$ cat src/common/cpu_defines.svh
/*
 * Core-wide width and address macros: data word, register index,
 * program counter, link register and reset vector.
 */

`ifndef CPU_DEFINES_SVH
`define CPU_DEFINES_SVH

// ~~~~~~~~~~~~~~~~~~~~~~~~~~~~~~
// Datapath widths
// ~~~~~~~~~~~~~~~~~~~~~~~~~~~~~~

`define CPU_DATA_BITS 16	// One machine word.
`define CPU_REG_SEL_BITS 4	// Sixteen registers.

// ~~~~~~~~~~~~~~~~~~~~~~~~~~~~~~
// Program flow
// ~~~~~~~~~~~~~~~~~~~~~~~~~~~~~~

// The PC counts instruction words, not bytes.
`define CPU_PC_BITS 8
`define CPU_LINK_REG 4'd15	// Receives pc + 1 on branch with link.
`define CPU_RESET_PC 8'h00

`endif

$ cat src/common/cpu_pkg.sv
/*
 * Core types: opcode enum, the two instruction word views,
 * the ALU flag struct and the AXI4-Lite request/response bundles.
 */

`include "cpu_defines.svh"

package cpu_pkg;

	typedef enum logic [3:0] {
		OP_ADD  = 4'h0,
		OP_SUB  = 4'h1,
		OP_AND  = 4'h2,
		OP_OR   = 4'h3,
		OP_XOR  = 4'h4,
		OP_LDI  = 4'h5,
		OP_ADDI = 4'h6,
		OP_LD   = 4'h7,
		OP_ST   = 4'h8,
		OP_LDB  = 4'h9,
		OP_LDBS = 4'hA,
		OP_IN   = 4'hB,
		OP_OUT  = 4'hC,
		OP_MOVC = 4'hD,
		OP_BR   = 4'hE,
		OP_HALT = 4'hF
	} cpu_opcode_t;

	// Register form. For MOVC the rb field carries the condition code.
	typedef struct packed {
		cpu_opcode_t opcode;
		logic [`CPU_REG_SEL_BITS-1:0] rd;
		logic [`CPU_REG_SEL_BITS-1:0] ra;
		logic [`CPU_REG_SEL_BITS-1:0] rb;
	} cpu_rr_t;

	typedef struct packed {
		cpu_opcode_t opcode;
		logic [`CPU_REG_SEL_BITS-1:0] rd;	// Nonzero on BR means link.
		logic [7:0] imm8;
	} cpu_ri_t;

	typedef union packed {
		cpu_rr_t rr;
		cpu_ri_t ri;
	} cpu_instr_u;

	typedef struct packed {
		logic z;
		logic s;
		logic c;	// Borrow after SUB.
		logic v;
	} cpu_flags_t;

	// Master side of the data bus.
	typedef struct packed {
		logic awvalid;
		logic [31:0] awaddr;
		logic wvalid;
		logic [31:0] wdata;
		logic [3:0] wstrb;
		logic bready;
		logic arvalid;
		logic [31:0] araddr;
		logic rready;
	} axil_req_t;

	typedef struct packed {
		logic awready;
		logic wready;
		logic bvalid;
		logic arready;
		logic rvalid;
		logic [31:0] rdata;
	} axil_rsp_t;

endpackage

$ cat src/core/cpu_alu.sv
/*
 * ALU: arithmetic and logic operations with a registered result
 * and the Z/S/C/V flag register.
 */

`timescale 1ns/1ps

`include "cpu_defines.svh"

module cpu_alu (
	input logic clk,
	input logic reset,
	input logic exec_en,
	input cpu_pkg::cpu_instr_u instr,
	input logic [`CPU_DATA_BITS-1:0] op_a,
	input logic [`CPU_DATA_BITS-1:0] op_b,
	output logic [`CPU_DATA_BITS-1:0] result,
	output cpu_pkg::cpu_flags_t flags
);

	localparam int W = `CPU_DATA_BITS;

	logic [W-1:0] res_d;
	logic [W:0] wide;	// One extra bit for carry or borrow.
	logic [W-1:0] imm_ext;
	logic carry_d;
	logic ovf_d;
	logic set_flags;

	assign imm_ext = W'(signed'(instr.ri.imm8));

	always_comb begin
		wide = '0;
		res_d = op_a;	// MOVC and everything else pass op_a.
		carry_d = 1'b0;
		ovf_d = 1'b0;
		set_flags = 1'b0;
		case (instr.rr.opcode)
			cpu_pkg::OP_ADD: begin
				wide = {1'b0, op_a} + {1'b0, op_b};
				res_d = wide[W-1:0];
				carry_d = wide[W];
				ovf_d = (op_a[W-1] == op_b[W-1]) && (res_d[W-1] != op_a[W-1]);
				set_flags = 1'b1;
			end
			cpu_pkg::OP_SUB: begin
				wide = {1'b0, op_a} - {1'b0, op_b};
				res_d = wide[W-1:0];
				carry_d = wide[W];	// Borrow.
				ovf_d = (op_a[W-1] != op_b[W-1]) && (res_d[W-1] != op_a[W-1]);
				set_flags = 1'b1;
			end
			cpu_pkg::OP_AND: begin
				res_d = op_a & op_b;
				set_flags = 1'b1;
			end
			cpu_pkg::OP_OR: begin
				res_d = op_a | op_b;
				set_flags = 1'b1;
			end
			cpu_pkg::OP_XOR: begin
				res_d = op_a ^ op_b;
				set_flags = 1'b1;
			end
			cpu_pkg::OP_LDI: res_d = W'(instr.ri.imm8);	// Zero extended, flags kept.
			cpu_pkg::OP_ADDI: begin
				wide = {1'b0, op_a} + {1'b0, imm_ext};
				res_d = wide[W-1:0];
				carry_d = wide[W];
				ovf_d = (op_a[W-1] == imm_ext[W-1]) && (res_d[W-1] != op_a[W-1]);
				set_flags = 1'b1;
			end
			default: ;
		endcase
	end

	always_ff @(posedge clk) begin
		if (reset) begin
			result <= '0;
			flags <= '0;
		end else if (exec_en) begin
			result <= res_d;
			if (set_flags) begin
				flags.z <= (res_d == '0);
				flags.s <= res_d[W-1];
				flags.c <= carry_d;
				flags.v <= ovf_d;
			end
		end
	end

endmodule

$ cat src/core/cpu_control.sv
/*
 * Sequencer FSM: program counter, instruction register and the
 * per-phase enables for ALU, load/store unit and register writeback.
 */

`timescale 1ns/1ps

`include "cpu_defines.svh"

module cpu_control (
	input logic clk,
	input logic reset,
	input logic [15:0] instr_data,
	input logic mem_done,
	output logic [7:0] fetch_addr,
	output cpu_pkg::cpu_instr_u instr,
	output logic [7:0] pc_next,
	output logic exec_en,
	output logic mem_start,
	output logic wb_en,
	output logic port_strobe,
	output logic halted
);

	localparam int PC_W = `CPU_PC_BITS;

	typedef enum logic [2:0] {
		ST_FETCH,
		ST_DECODE,
		ST_EXEC,
		ST_MEM,
		ST_WB,
		ST_HALTED
	} state_t;

	state_t state;
	logic [PC_W-1:0] pc;
	logic [PC_W-1:0] br_target;
	logic needs_mem;
	cpu_pkg::cpu_opcode_t opcode;

	assign opcode = instr.rr.opcode;

	// Only the memory class goes through the MEM phase.
	assign needs_mem = (opcode == cpu_pkg::OP_LD) || (opcode == cpu_pkg::OP_ST) ||
		(opcode == cpu_pkg::OP_LDB) || (opcode == cpu_pkg::OP_LDBS);

	// Relative to the following instruction, imm8 sign extended.
	assign br_target = pc_next + PC_W'(signed'(instr.ri.imm8));

	assign fetch_addr = pc;
	assign pc_next = pc + 1'b1;

	assign exec_en = (state == ST_EXEC);
	assign mem_start = (state == ST_EXEC) && needs_mem;
	assign wb_en = (state == ST_WB);
	assign port_strobe = (state == ST_WB) && (opcode == cpu_pkg::OP_OUT);
	assign halted = (state == ST_HALTED);

	// ~~~~~~~~~~~~~~~~~~~~~~~~~~~~~~
	// State sequencing
	// ~~~~~~~~~~~~~~~~~~~~~~~~~~~~~~

	always_ff @(posedge clk) begin
		if (reset) begin
			state <= ST_FETCH;
			pc <= `CPU_RESET_PC;
			instr <= '0;
		end else begin
			case (state)
				ST_FETCH: begin
					state <= ST_DECODE;	// ROM answers one cycle later.
				end
				ST_DECODE: begin
					instr <= instr_data;
					state <= ST_EXEC;
				end
				ST_EXEC: begin
					state <= needs_mem ? ST_MEM : ST_WB;
				end
				ST_MEM: begin
					if (mem_done)
						state <= ST_WB;	// Stays here for as long as the bus stalls.
				end
				ST_WB: begin
					if (opcode == cpu_pkg::OP_BR)
						pc <= br_target;
					else
						pc <= pc_next;
					// HALT still passes through WB, where it writes r0 only.
					state <= (opcode == cpu_pkg::OP_HALT) ? ST_HALTED : ST_FETCH;
				end
				ST_HALTED: begin
					state <= ST_HALTED;	// Left only through reset.
				end
				default: begin
					state <= ST_FETCH;
				end
			endcase
		end
	end

endmodule

$ cat src/core/cpu_regfile.sv
/*
 * Register file: two asynchronous read ports, one synchronous write port.
 */

`timescale 1ns/1ps

`include "cpu_defines.svh"

module cpu_regfile (
	input logic clk,
	input logic reset,
	input logic [`CPU_REG_SEL_BITS-1:0] rd_sel_a,
	input logic [`CPU_REG_SEL_BITS-1:0] rd_sel_b,
	output logic [`CPU_DATA_BITS-1:0] rd_data_a,
	output logic [`CPU_DATA_BITS-1:0] rd_data_b,
	input logic wr_en,
	input logic [`CPU_REG_SEL_BITS-1:0] wr_sel,
	input logic [`CPU_DATA_BITS-1:0] wr_data
);

	localparam int NUM_REGS = 1 << `CPU_REG_SEL_BITS;

	logic [`CPU_DATA_BITS-1:0] regs [NUM_REGS];

	// A write aimed at r0 is how an instruction throws its result away.
	always_ff @(posedge clk) begin
		if (reset) begin
			for (int i = 0; i < NUM_REGS; i++)
				regs[i] <= '0;
		end else if (wr_en && (wr_sel != '0)) begin
			regs[wr_sel] <= wr_data;
		end
	end

	assign rd_data_a = (rd_sel_a == '0) ? '0 : regs[rd_sel_a];
	assign rd_data_b = (rd_sel_b == '0) ? '0 : regs[rd_sel_b];

endmodule

$ cat src/core/cpu_writeback.sv
/*
 * Writeback select: destination register and write data for each
 * instruction class, with byte extraction and extension for byte loads.
 */

`timescale 1ns/1ps

`include "cpu_defines.svh"

module cpu_writeback (
	input cpu_pkg::cpu_instr_u instr,
	input logic [`CPU_DATA_BITS-1:0] alu_result,
	input logic [`CPU_DATA_BITS-1:0] mem_data,
	input logic [1:0] mem_byte_sel,
	input logic [`CPU_DATA_BITS-1:0] port_in,
	input logic [`CPU_PC_BITS-1:0] pc_link,
	input cpu_pkg::cpu_flags_t flags,
	output logic [`CPU_REG_SEL_BITS-1:0] wr_sel,
	output logic [`CPU_DATA_BITS-1:0] wr_data
);

	logic [7:0] byte_val;

	// MOVC condition codes live in the rb field.
	function automatic logic cond_holds(input logic [3:0] cond, input cpu_pkg::cpu_flags_t f);
		case (cond)
			4'd0: cond_holds = 1'b1;
			4'd1: cond_holds = f.z;
			4'd2: cond_holds = !f.z;
			4'd3: cond_holds = f.c;
			4'd4: cond_holds = f.s;
			default: cond_holds = 1'b0;
		endcase
	endfunction

	// mem_data is already the addressed halfword, so the low select bit picks the byte.
	always_comb begin
		case (mem_byte_sel)
			2'b00, 2'b10: byte_val = mem_data[7:0];
			2'b01, 2'b11: byte_val = mem_data[15:8];
			default: byte_val = mem_data[7:0];
		endcase
	end

	always_comb begin
		wr_sel = '0;	// r0 soaks up anything that writes nothing.
		wr_data = '0;
		case (instr.rr.opcode)
			cpu_pkg::OP_ADD, cpu_pkg::OP_SUB, cpu_pkg::OP_AND, cpu_pkg::OP_OR,
			cpu_pkg::OP_XOR, cpu_pkg::OP_LDI, cpu_pkg::OP_ADDI: begin
				wr_sel = instr.rr.rd;
				wr_data = alu_result;
			end
			cpu_pkg::OP_LD: begin
				wr_sel = instr.rr.rd;
				wr_data = mem_data;
			end
			cpu_pkg::OP_LDB: begin
				wr_sel = instr.rr.rd;
				wr_data = {8'h00, byte_val};
			end
			cpu_pkg::OP_LDBS: begin
				wr_sel = instr.rr.rd;
				wr_data = {{8{byte_val[7]}}, byte_val};
			end
			cpu_pkg::OP_IN: begin
				wr_sel = instr.rr.rd;
				wr_data = port_in;
			end
			cpu_pkg::OP_MOVC: begin
				if (cond_holds(instr.rr.rb, flags)) begin
					wr_sel = instr.rr.rd;
					wr_data = alu_result;	// ALU passed ra through.
				end
			end
			cpu_pkg::OP_BR: begin
				if (instr.ri.rd != '0) begin
					wr_sel = `CPU_LINK_REG;
					wr_data = `CPU_DATA_BITS'(pc_link);
				end
			end
			default: ;
		endcase
	end

endmodule

$ cat src/lsu/cpu_lsu.sv
/*
 * Load/store unit: AXI4-Lite master for halfword and byte loads and
 * halfword stores, with 16-bit lane placement on the 32-bit bus.
 */

`timescale 1ns/1ps

`include "cpu_defines.svh"

module cpu_lsu (
	input logic clk,
	input logic reset,
	input logic mem_start,
	input cpu_pkg::cpu_instr_u instr,
	input logic [15:0] addr,
	input logic [`CPU_DATA_BITS-1:0] store_data,
	output cpu_pkg::axil_req_t axi_req,
	input cpu_pkg::axil_rsp_t axi_rsp,
	output logic [`CPU_DATA_BITS-1:0] mem_data,
	output logic [1:0] mem_byte_sel,
	output logic mem_done
);

	// Channel state.
	logic aw_valid;
	logic w_valid;
	logic b_ready;
	logic ar_valid;
	logic r_ready;

	// Request payload, held while the handshakes run.
	logic [31:0] addr_q;
	logic [31:0] wdata_q;
	logic [3:0] wstrb_q;

	logic aw_left;
	logic w_left;

	assign aw_left = aw_valid && !axi_rsp.awready;	// Still waiting after this cycle.
	assign w_left = w_valid && !axi_rsp.wready;

	assign mem_done = (b_ready && axi_rsp.bvalid) || (r_ready && axi_rsp.rvalid);

	always_comb begin
		axi_req = '0;
		axi_req.awvalid = aw_valid;
		axi_req.awaddr = addr_q;
		axi_req.wvalid = w_valid;
		axi_req.wdata = wdata_q;
		axi_req.wstrb = wstrb_q;
		axi_req.bready = b_ready;
		axi_req.arvalid = ar_valid;
		axi_req.araddr = addr_q;
		axi_req.rready = r_ready;
	end

	// ~~~~~~~~~~~~~~~~~~~~~~~~~~~~~~
	// Request payload
	// ~~~~~~~~~~~~~~~~~~~~~~~~~~~~~~

	always_ff @(posedge clk) begin
		if (mem_start) begin
			addr_q <= {16'h0000, addr[15:2], 2'b00};	// Bus address is word aligned.
			mem_byte_sel <= addr[1:0];
			if (addr[1]) begin
				wdata_q <= {store_data, 16'h0000};
				wstrb_q <= 4'b1100;
			end else begin
				wdata_q <= {16'h0000, store_data};
				wstrb_q <= 4'b0011;
			end
		end
		// The upper lane is chosen by address bit 1, kept in mem_byte_sel.
		if (r_ready && axi_rsp.rvalid)
			mem_data <= mem_byte_sel[1] ? axi_rsp.rdata[31:16] : axi_rsp.rdata[15:0];
	end

	// ~~~~~~~~~~~~~~~~~~~~~~~~~~~~~~
	// Handshake tracking
	// ~~~~~~~~~~~~~~~~~~~~~~~~~~~~~~

	always_ff @(posedge clk) begin
		if (reset) begin
			aw_valid <= 1'b0;
			w_valid <= 1'b0;
			b_ready <= 1'b0;
			ar_valid <= 1'b0;
			r_ready <= 1'b0;
		end else if (mem_start) begin
			if (instr.rr.opcode == cpu_pkg::OP_ST) begin
				aw_valid <= 1'b1;
				w_valid <= 1'b1;
			end else begin
				ar_valid <= 1'b1;	// LD, LDB and LDBS all read a full word.
			end
		end else begin
			aw_valid <= aw_left;
			w_valid <= w_left;
			// Response phase opens once both address and data have been taken.
			if ((aw_valid || w_valid) && !aw_left && !w_left)
				b_ready <= 1'b1;
			else if (b_ready && axi_rsp.bvalid)
				b_ready <= 1'b0;

			if (ar_valid && axi_rsp.arready) begin
				ar_valid <= 1'b0;
				r_ready <= 1'b1;
			end else if (r_ready && axi_rsp.rvalid) begin
				r_ready <= 1'b0;
			end
		end
	end

endmodule

$ cat src/verilog/cpu_top.sv
/*
 * Core top level: sequencer, register file, ALU, writeback select
 * and load/store unit.
 */

`timescale 1ns/1ps

`include "cpu_defines.svh"

module cpu_top (
	input logic clk,
	input logic reset,
	output logic [`CPU_PC_BITS-1:0] imem_addr,
	input logic [15:0] imem_data,
	output cpu_pkg::axil_req_t dm_req,
	input cpu_pkg::axil_rsp_t dm_rsp,
	input logic [`CPU_DATA_BITS-1:0] port_in,
	output logic [`CPU_DATA_BITS-1:0] port_out,
	output logic port_strobe,
	output logic halted
);

	cpu_pkg::cpu_instr_u instr;
	cpu_pkg::cpu_flags_t flags;
	cpu_pkg::cpu_opcode_t opcode;

	logic [`CPU_PC_BITS-1:0] pc_next;
	logic exec_en;
	logic mem_start;
	logic mem_done;
	logic wb_en;

	logic [`CPU_REG_SEL_BITS-1:0] rd_sel_a;
	logic [`CPU_REG_SEL_BITS-1:0] rd_sel_b;
	logic [`CPU_DATA_BITS-1:0] rd_data_a;
	logic [`CPU_DATA_BITS-1:0] rd_data_b;
	logic [`CPU_REG_SEL_BITS-1:0] wr_sel;
	logic [`CPU_DATA_BITS-1:0] wr_data;

	logic [`CPU_DATA_BITS-1:0] alu_result;
	logic [`CPU_DATA_BITS-1:0] mem_data;
	logic [1:0] mem_byte_sel;

	assign opcode = instr.rr.opcode;

	// ADDI and OUT take their operand from rd; ST stores rd.
	assign rd_sel_a = ((opcode == cpu_pkg::OP_ADDI) || (opcode == cpu_pkg::OP_OUT)) ?
		instr.rr.rd : instr.rr.ra;
	assign rd_sel_b = (opcode == cpu_pkg::OP_ST) ? instr.rr.rd : instr.rr.rb;

	assign port_out = rd_data_a;	// Qualified by port_strobe.

	cpu_control u_control (
		.clk(clk),
		.reset(reset),
		.instr_data(imem_data),
		.mem_done(mem_done),
		.fetch_addr(imem_addr),
		.instr(instr),
		.pc_next(pc_next),
		.exec_en(exec_en),
		.mem_start(mem_start),
		.wb_en(wb_en),
		.port_strobe(port_strobe),
		.halted(halted)
	);

	cpu_regfile u_regfile (
		.clk(clk),
		.reset(reset),
		.rd_sel_a(rd_sel_a),
		.rd_sel_b(rd_sel_b),
		.rd_data_a(rd_data_a),
		.rd_data_b(rd_data_b),
		.wr_en(wb_en),
		.wr_sel(wr_sel),
		.wr_data(wr_data)
	);

	cpu_alu u_alu (
		.clk(clk),
		.reset(reset),
		.exec_en(exec_en),
		.instr(instr),
		.op_a(rd_data_a),
		.op_b(rd_data_b),
		.result(alu_result),
		.flags(flags)
	);

	cpu_writeback u_writeback (
		.instr(instr),
		.alu_result(alu_result),
		.mem_data(mem_data),
		.mem_byte_sel(mem_byte_sel),
		.port_in(port_in),
		.pc_link(pc_next),
		.flags(flags),
		.wr_sel(wr_sel),
		.wr_data(wr_data)
	);

	// The byte address is the ra value.
	cpu_lsu u_lsu (
		.clk(clk),
		.reset(reset),
		.mem_start(mem_start),
		.instr(instr),
		.addr(rd_data_a),
		.store_data(rd_data_b),
		.axi_req(dm_req),
		.axi_rsp(dm_rsp),
		.mem_data(mem_data),
		.mem_byte_sel(mem_byte_sel),
		.mem_done(mem_done)
	);

endmodule
$ cat config.mk
export PLATFORM = sky130hd
export DESIGN_NAME = cpu_top
export DESIGN_NICKNAME = d
export VERILOG_FILES = /design/src/common/cpu_pkg.sv /design/src/core/cpu_alu.sv /design/src/core/cpu_control.sv /design/src/core/cpu_regfile.sv /design/src/core/cpu_writeback.sv /design/src/lsu/cpu_lsu.sv /design/src/verilog/cpu_top.sv
export VERILOG_INCLUDE_DIRS = /design/src /design/src/common
export SDC_FILE = /design/constraint.sdc
export NUM_CORES = 1
export LEC_CHECK = 0
export ABC_AREA = 0
export BUFFER_PORTS_ARGS = -buffer_cell sky130_fd_sc_hd__buf_2
export CORE_MARGIN = 2
export CORE_UTILIZATION = 50
export CTS_CLUSTER_SIZE = 14
export DETAILED_ROUTE_END_ITERATION = 10
export PLACE_DENSITY = 0.79
export SLEW_MARGIN = 10
export SYNTH_ARGS = -nofsm -noshare
export SYNTH_HDL_FRONTEND = slang
export SYNTH_HIERARCHICAL = 1
export SYNTH_SLANG_ARGS = --single-unit
$ cat constraint.sdc
create_clock -name clk -period 10.25 [get_ports clk]
set_clock_uncertainty 0.1 [all_clocks]
set_input_delay 1.025 -clock clk [delete_from_list [all_inputs] [get_ports clk]]
set_output_delay 1.025 -clock clk [all_outputs]
set_load 0.05 [all_outputs]
* Word-level counts from Yosys, hierarchy flattened
Memory sizes are Yosys's and may differ from the RTL's.
Index checks and enable logic that the tools add are counted.
** Cells by class
- Add/subtract/negate cells :: 5
- Eq/ne operators :: 30
- Mux-type cells :: 41
- Bitwise operators :: 4
- Reductions and logical operators :: 43
** Operators by type and width (count)
- $pmux W16 S7 :: 2
- $mux W16 :: 5
- $add A16 B16 Y17 :: 2
- $eq A4 B4 Y1 const B :: 8
- $mux W4 :: 6
- $eq A4 B3 Y1 const B :: 5
- $mux W1 :: 18
- $pmux W3 S6 :: 1
- $sub A16 B16 Y17 :: 1
- $and A16 B16 Y16 :: 1
- $eq A4 B2 Y1 const B :: 4
- $logic_not A16 Y1 :: 1
- $logic_not A4 Y1 :: 4
- $mux W8 :: 2
- $or A16 B16 Y16 :: 1
- $pmux W8 S2 :: 1
- $reduce_or A16 Y1 :: 1
- $xor A16 B16 Y16 :: 1
- $pmux W4 S3 :: 1
- $reduce_or A11 Y1 :: 1
- $logic_and A1 B1 Y1 :: 10
- $mux W3 :: 3
- $add A8 B1 Y8 const B :: 1
- $add A8 B8 Y8 :: 1
- 21 further kinds :: 42
** Word-level totals
- Flip-flop bits (word level) :: 119
- Bits in writable memories :: 256
- Output and inout bits :: 131
- Logic and storage cells :: 142
- Memories :: 1
** Memory list
- u_regfile.regs :: depth 16, width 16, rd ports 2, clocked after Yosys merged registers in 0, write ports 16, RTL line cpu_regfile.sv:23 : logic [`CPU_DATA_BITS-1:0] regs [NUM_REGS];

* Depth between registers and ports, before layout
- Depth in word-level cells :: 12
- Mapped depth :: 24
- Mapped depth without buffers :: 21

* Cells and area by module
Netlist, hierarchy kept.
** Modules (own cells, without submodules)
- cpu_regfile :: times used 1, cells an instance 932, area an instance 13105.1 um^2, seq. area each 7236.9 um^2
- cpu_alu :: times used 1, cells an instance 628, area an instance 4516.8 um^2, seq. area each 400.4 um^2
- cpu_lsu :: times used 1, cells an instance 206, area an instance 3090.5 um^2, seq. area each 2052.0 um^2
- cpu_control :: times used 1, cells an instance 200, area an instance 1610.3 um^2, seq. area each 540.5 um^2
- cpu_writeback :: times used 1, cells an instance 165, area an instance 1107.3 um^2, seq. area each 0.0 um^2
- cpu_top :: times used 1, cells an instance 11, area an instance 133.9 um^2, seq. area each 0.0 um^2

* Worst setup path after synthesis
Ideal clock, no wire load.
- Path kind :: register to register
- Start point :: register u_control/instr[13] in the netlist's numbering
- End point :: register, netlist name u_alu/flags[3]
- Arrival :: 6.287 ns
- Data required time :: 10.081 ns
- Slack :: 3.794 ns
- Stages on the path, launching flop included :: 23
- Buffers on the path :: 3
- Path through :: dfxtp_1 -> xor2_1 -> nand3b_2 -> mux2_1 -> buf_6 -> buf_6 -> buf_6 -> mux2i_1 -> nor2_1 -> a2111oi_0 -> a21oi_1 -> inv_1 -> fa_1 -> nand2b_1 -> a211oi_2 -> o41ai_1 -> nor2b_1 -> a311o_1 -> o32a_1 -> nor2_1 -> o2111ai_1 -> or4_1 -> o21ai_1
** Between the ends
- Longest elaborated chain between the ends :: 8
- Elaborated cells on any way between the ends :: 28
- Classes of those cells :: add/sub: 3; eq/ne: 8; mux: 6; bitwise: 3; reduce/logical: 7; memory: 1
** RTL lines
- from (decl) :: RTL line cpu_control.sv:16 : output cpu_pkg::cpu_instr_u instr,
- from (signal assigned) :: RTL line cpu_control.sv:75 : instr <= instr_data;
- $eq A4 B3 Y1 or $eq A4 B4 Y1 (tied branches) :: RTL line cpu_top.sv:47 : assign rd_sel_a = ((opcode == cpu_pkg::OP_ADDI) || (opcode == cpu_pkg::OP_OUT)) ?
- $logic_or A1 B1 Y1 (*) :: RTL line cpu_top.sv:47
- $mux W4 (*) :: RTL line cpu_top.sv:47
- net rd_sel_a[1] :: RTL line cpu_top.sv:33 : logic [`CPU_REG_SEL_BITS-1:0] rd_sel_a;
- $mem_v2 Z16 W16 or $logic_not A4 Y1 (tied branches)
- $mux W16 (*) :: RTL line cpu_regfile.sv:35 : assign rd_data_a = (rd_sel_a == '0) ? '0 : regs[rd_sel_a];
- net port_out[1] :: RTL line cpu_top.sv:18 : output logic [`CPU_DATA_BITS-1:0] port_out,
- $add A16 B16 Y17 (tied with other cells) :: RTL line cpu_alu.sv:67 : wide = {1'b0, op_a} + {1'b0, imm_ext};
- $pmux W16 S7 (*) :: RTL line cpu_alu.sv:38 : case (instr.rr.opcode)
- $logic_not A16 Y1 (*) :: RTL line cpu_alu.sv:84 : flags.z <= (res_d == '0);
The timed path passes the listed nets; every way through them passes the cells marked *.
A chain may end at the register's enable or synchronous reset.

* Final worst setup path
- Start point :: register u_control/instr[13] in the netlist's numbering
- End point :: register, netlist name u_alu/flags[3]
** Between the ends
- Longest elaborated chain between the ends :: 8
- Elaborated cells on any way between the ends :: 28
- Classes of those cells :: add/sub: 3; eq/ne: 8; mux: 6; bitwise: 3; reduce/logical: 7; memory: 1
** RTL lines (RTL line)
- $eq A4 B3 Y1 or $eq A4 B4 Y1 (tied branches) :: cpu_top.sv:47
- $logic_or A1 B1 Y1 (*) :: cpu_top.sv:47
- $mux W4 (*) :: cpu_top.sv:47
- net rd_sel_a[1] :: cpu_top.sv:33
- $mem_v2 Z16 W16 or $logic_not A4 Y1 (tied branches)
- $mux W16 (*) :: cpu_regfile.sv:35
- $add A16 B16 Y17 (tied with other cells) :: cpu_alu.sv:67
- $pmux W16 S7 (*) :: cpu_alu.sv:38
- $logic_not A16 Y1 (*) :: cpu_alu.sv:84
Marks and branches as above.

==> flow_summary.html <==
<table>
<tr><th>Metric</th><th>Value</th></tr>
<tr><th colspan="2">Outcome</th></tr>
<tr><td>Status</td><td>finished, final reports clean</td></tr>
<tr><th colspan="2">Drt</th></tr>
<tr><td>Post-DR vias/cell</td><td>approximately 6.4</td></tr>
<tr><td>Routed wire length</td><td>75600 µm</td></tr>
<tr><td>ANT nets after route</td><td>0</td></tr>
<tr><td>DR DRC count</td><td>0</td></tr>
<tr><td>Vias post-DR</td><td>18.4k</td></tr>
<tr><td>Routed length per instance</td><td>26.4 µm</td></tr>
<tr><td>Iteration-0 DRC Markers</td><td>2393</td></tr>
<tr><td>Pre-Repair DR Iteration Count</td><td>7</td></tr>
<tr><th colspan="2">Yosys</th></tr>
<tr><td>Cell area after synthesis</td><td>roughly 23000 µm²</td></tr>
<tr><td>Average size of a mapped cell</td><td>11.0 µm²</td></tr>
<tr><td>Gate count after technology mapping</td><td>2130</td></tr>
<tr><td>YS warnings</td><td>6</td></tr>
<tr><th colspan="2">Floorplanning</th></tr>
<tr><td>Site row count</td><td>79</td></tr>
<tr><td>Placeable core area</td><td>46500 µm²</td></tr>
<tr><td>Starting density of the core</td><td>about half</td></tr>
<tr><td>I/O pin total</td><td>202</td></tr>
<tr><td>Vertical die dimension</td><td>221 µm</td></tr>
<tr><td>Horiz. Die Dim</td><td>221 µm</td></tr>
<tr><td>Area enclosed by the die boundary</td><td>48700 µm²</td></tr>
<tr><th colspan="2">Final layout</th></tr>
<tr><td>Area Overhead vs Synth</td><td>9.61%</td></tr>
<tr><td>Number of nets in the final layout</td><td>between 2k and 2.5k</td></tr>
<tr><td>Fraction of final layout cells with drive strength greater than 1</td><td>20.3%</td></tr>
<tr><td>Number of filler cells placed in the layout</td><td>3892</td></tr>
<tr><th colspan="2">Place</th></tr>
<tr><td>GPL Wtd Cong</td><td>0.979</td></tr>
<tr><td>Post-DP HPWL</td><td>51300 µm</td></tr>
<tr><td>Buffers added on ports</td><td>about 170</td></tr>
<tr><th colspan="2">STA</th></tr>
<tr><td># setup viols final</td><td>0</td></tr>
<tr><td>Upper clock frequency limit</td><td>132 MHz</td></tr>
<tr><td>Setup repair after global routing missed its margin</td><td>no</td></tr>
<tr><td>Slew of the pin with the lowest slew margin</td><td>1.16 ns</td></tr>
<tr><td>Share of the clock period used by the worst path after layout</td><td>74.2%</td></tr>
<tr><td>Tmin final</td><td>~7.6 ns</td></tr>
<tr><td>Summed negative setup slack over all endpoints</td><td>0 ns</td></tr>
<tr><td>Max Slew Vio Count</td><td>0</td></tr>
<tr><td>Slew Limit Headroom</td><td>roughly 23%</td></tr>
<tr><td>Final Hold Vio Count</td><td>0</td></tr>
<tr><th colspan="2">Clock network</th></tr>
<tr><td>Cts repair resizes</td><td>0</td></tr>
<tr><td>Sinks on the clock net</td><td>357</td></tr>
<tr><td>Latest clock arrival within the worst-skew pair</td><td>between 0.5 and 0.6 ns</td></tr>
<tr><td>Number of buffers inserted by post-CTS setup repair</td><td>0</td></tr>
<tr><td>Clock Path Buffers</td><td>3</td></tr>
<tr><td>Clock slew at the register clock pins of the worst setup and hold paths</td><td>0.06 ns</td></tr>
<tr><td>Root cell of the clock tree</td><td>sky130_fd_sc_hd__clkbuf_16</td></tr>
<tr><td>TritonCTS clock tree</td><td>yes</td></tr>
<tr><td>H-tree Lvls</td><td>2</td></tr>
<tr><td>Cts bufs inserted</td><td>40</td></tr>
<tr><td>Count of hold buffers inserted by post-cts repair</td><td>0</td></tr>
<tr><th colspan="2">Power</th></tr>
<tr><td>Peak supply drop</td><td>0.130 mV</td></tr>
<tr><td>Switch Pwr</td><td>~1.8 mW</td></tr>
<tr><td>PD cells</td><td>188 nW/µm²</td></tr>
<tr><td>Leakage power of the design</td><td>9.68 nW</td></tr>
<tr><td>Sequential power share</td><td>between 30% and 40%</td></tr>
<tr><td>Cell-internal power</td><td>3.04 mW</td></tr>
<tr><td>Post-route total power</td><td>4.83 mW</td></tr>
<tr><td>Part of the power in the clock network</td><td>30.0%</td></tr>
<tr><td>Proportion of total power due to net switching</td><td>a little under two fifths</td></tr>
<tr><td>Fraction of power consumed by combinational cells</td><td>34.8%</td></tr>
<tr><th colspan="2">Global route</th></tr>
<tr><td>Wire length of the first global-routing pass</td><td>110000 µm</td></tr>
<tr><td>Sum of overflow across all layers after global routing</td><td>0</td></tr>
<tr><td>Number of global-route vias before repair</td><td>around 18k</td></tr>
<tr><td>Maximum number of pins on one net before global-route repair</td><td>69</td></tr>
<tr><td>Overall routing resource usage</td><td>30.6%</td></tr>
<tr><td>Antenna violations before repair</td><td>3</td></tr>
<tr><th colspan="2">Worst hold path</th></tr>
<tr><td>Class of the tightest hold or removal check</td><td>reg2reg</td></tr>
<tr><td>Number of cells on the worst hold path</td><td>2</td></tr>
<tr><th colspan="2">Job</th></tr>
<tr><td>Max-cap violations</td><td>0</td></tr>
<tr><th colspan="2">Setup path</th></tr>
<tr><td>R2R depth</td><td>21</td></tr>
<tr><td>Required time of the worst setup path</td><td>10.66 ns</td></tr>
<tr><td>Maximum fanout along the worst path</td><td>41</td></tr>
<tr><td>Worst endpoint data arrival time</td><td>8.01 ns</td></tr>
<tr><td>Setup Crit Path Kind</td><td>reg2reg</td></tr>
<tr><td>CP startpoint kind</td><td>register</td></tr>
<tr><td>CP Capture Type</td><td>register</td></tr>
</table>
[layer usage]
metal | vias to the layer above | routed length [µm] | track usage (%)
met2 | 1154 | 35000 | 49.1
met1 | 8964 | 29500 | 40.5
met3 | 215 | 7620 | 5.36
met4 | 0 | 3470 | 14.4
li1 | 8028 | - | -
met5 | - | 0 | 0
[cell usage in the layout (no fill, tap or decap), types with 23 or more instances in the layout]
cell / instances
sky130_fd_sc_hd__edfxtp_1: 306
sky130_fd_sc_hd__and2_1: 263
sky130_fd_sc_hd__buf_2: 165
sky130_fd_sc_hd__a21oi_1: 132
sky130_fd_sc_hd__mux2i_1: 130
sky130_fd_sc_hd__nor2_1: 111
sky130_fd_sc_hd__nand2_1: 88
sky130_fd_sc_hd__ha_1: 77
sky130_fd_sc_hd__mux4_2: 67
sky130_fd_sc_hd__inv_1: 60
sky130_fd_sc_hd__o21ai_0: 56
sky130_fd_sc_hd__buf_4: 55
sky130_fd_sc_hd__dfxtp_1: 47
sky130_fd_sc_hd__clkbuf_16: 41
sky130_fd_sc_hd__nor2b_1: 41
sky130_fd_sc_hd__nand3_1: 38
sky130_fd_sc_hd__conb_1: 37
sky130_fd_sc_hd__o22ai_1: 29
sky130_fd_sc_hd__mux2_2: 26
sky130_fd_sc_hd__nand2b_1: 23
sky130_fd_sc_hd__a31oi_1: 23
[final cells by class]
class	count	area, µm²	area share, %
antenna	2	5.00	0.0194
clock buffer	51	1080	4.21
clock inverter	22	221	0.860
inverter	61	229	0.890
multi-input combinational	1543	12000	46.6
sequential	357	10200	39.7
tap	607	759	2.95
timing repair buffer	220	1240	4.81
[final timing paths]
path / startpoint / endpoint / slack, ns
setup / recovery: u_control/instr[13] / u_alu/flags[3] / 2.65
hold / removal: u_lsu/r_ready / u_lsu/r_ready / 0.40
setup reg to reg: u_control/instr[13] / u_alu/flags[3] / 2.65
hold reg to reg: u_lsu/r_ready / u_lsu/r_ready / 0.40
[registers in the layout (all words and copies together), names as in the netlist, 2 cells and up]
register and cells:
u_control/fetch_addr 8, u_alu/result 16, u_alu/flags 3, u_lsu/wstrb_q 2, u_lsu/mem_data 16, u_control/state 3, u_lsu/addr_q 14, u_lsu/wdata_q 32
u_regfile/regs 241, u_control/instr 16
[stage by stage]
step                cell area [µm²]  hold slack (ns)  util [%]  setup WS (ns)  cells
detailed placement            24400            0.385      52.6           2.92   2788
CTS                           25700            0.396      55.4           2.86   2861
global route                  25700            0.422      55.4           2.29   2862
floorplan                     23600            0.356         -           3.79   2165
global placement              24400            0.377      52.6           3.08   2788
finish                        25700            0.397      55.4           2.65   2863
[power groups by stage]
| stage | Clock, mW | Combinational [mW] | Sequential [mW] |
|---|---|---|---|
| after floorplan | 0 | 1.16 | 1.72 |
| after global placement | 0 | 1.62 | 1.72 |
| after detailed placement | 0 | 1.63 | 1.73 |
| after CTS | 1.47 | 1.64 | 1.70 |
| after global routing | 1.53 | 1.78 | 1.70 |
| final | 1.45 | 1.68 | 1.70 |
[critical path, stage by stage, from the launching register on]
cell and delay, ns:
sky130_fd_sc_hd__dfxtp_2 0.32, sky130_fd_sc_hd__buf_4 0.32, sky130_fd_sc_hd__xor2_1 0.23, sky130_fd_sc_hd__nand3b_2 0.17, sky130_fd_sc_hd__mux2_4 0.79, sky130_fd_sc_hd__buf_4 0.73, sky130_fd_sc_hd__mux2i_1 0.28, sky130_fd_sc_hd__o22ai_1 0.11
sky130_fd_sc_hd__a2111oi_0 0.87, sky130_fd_sc_hd__a21oi_4 0.01, sky130_fd_sc_hd__buf_4 0.30, sky130_fd_sc_hd__inv_1 0.20, sky130_fd_sc_hd__ha_1 0.31, sky130_fd_sc_hd__a211oi_1 0.58, sky130_fd_sc_hd__o211ai_1 0.23, sky130_fd_sc_hd__nand2_1 0.16
sky130_fd_sc_hd__mux2i_1 0.09, sky130_fd_sc_hd__a221oi_1 0.55, sky130_fd_sc_hd__and4b_1 0.32, sky130_fd_sc_hd__o2111ai_1 0.13, sky130_fd_sc_hd__or4_1 0.48, sky130_fd_sc_hd__o21ai_1 0.13
No activity file was read; power rests on OpenSTA's default activity.
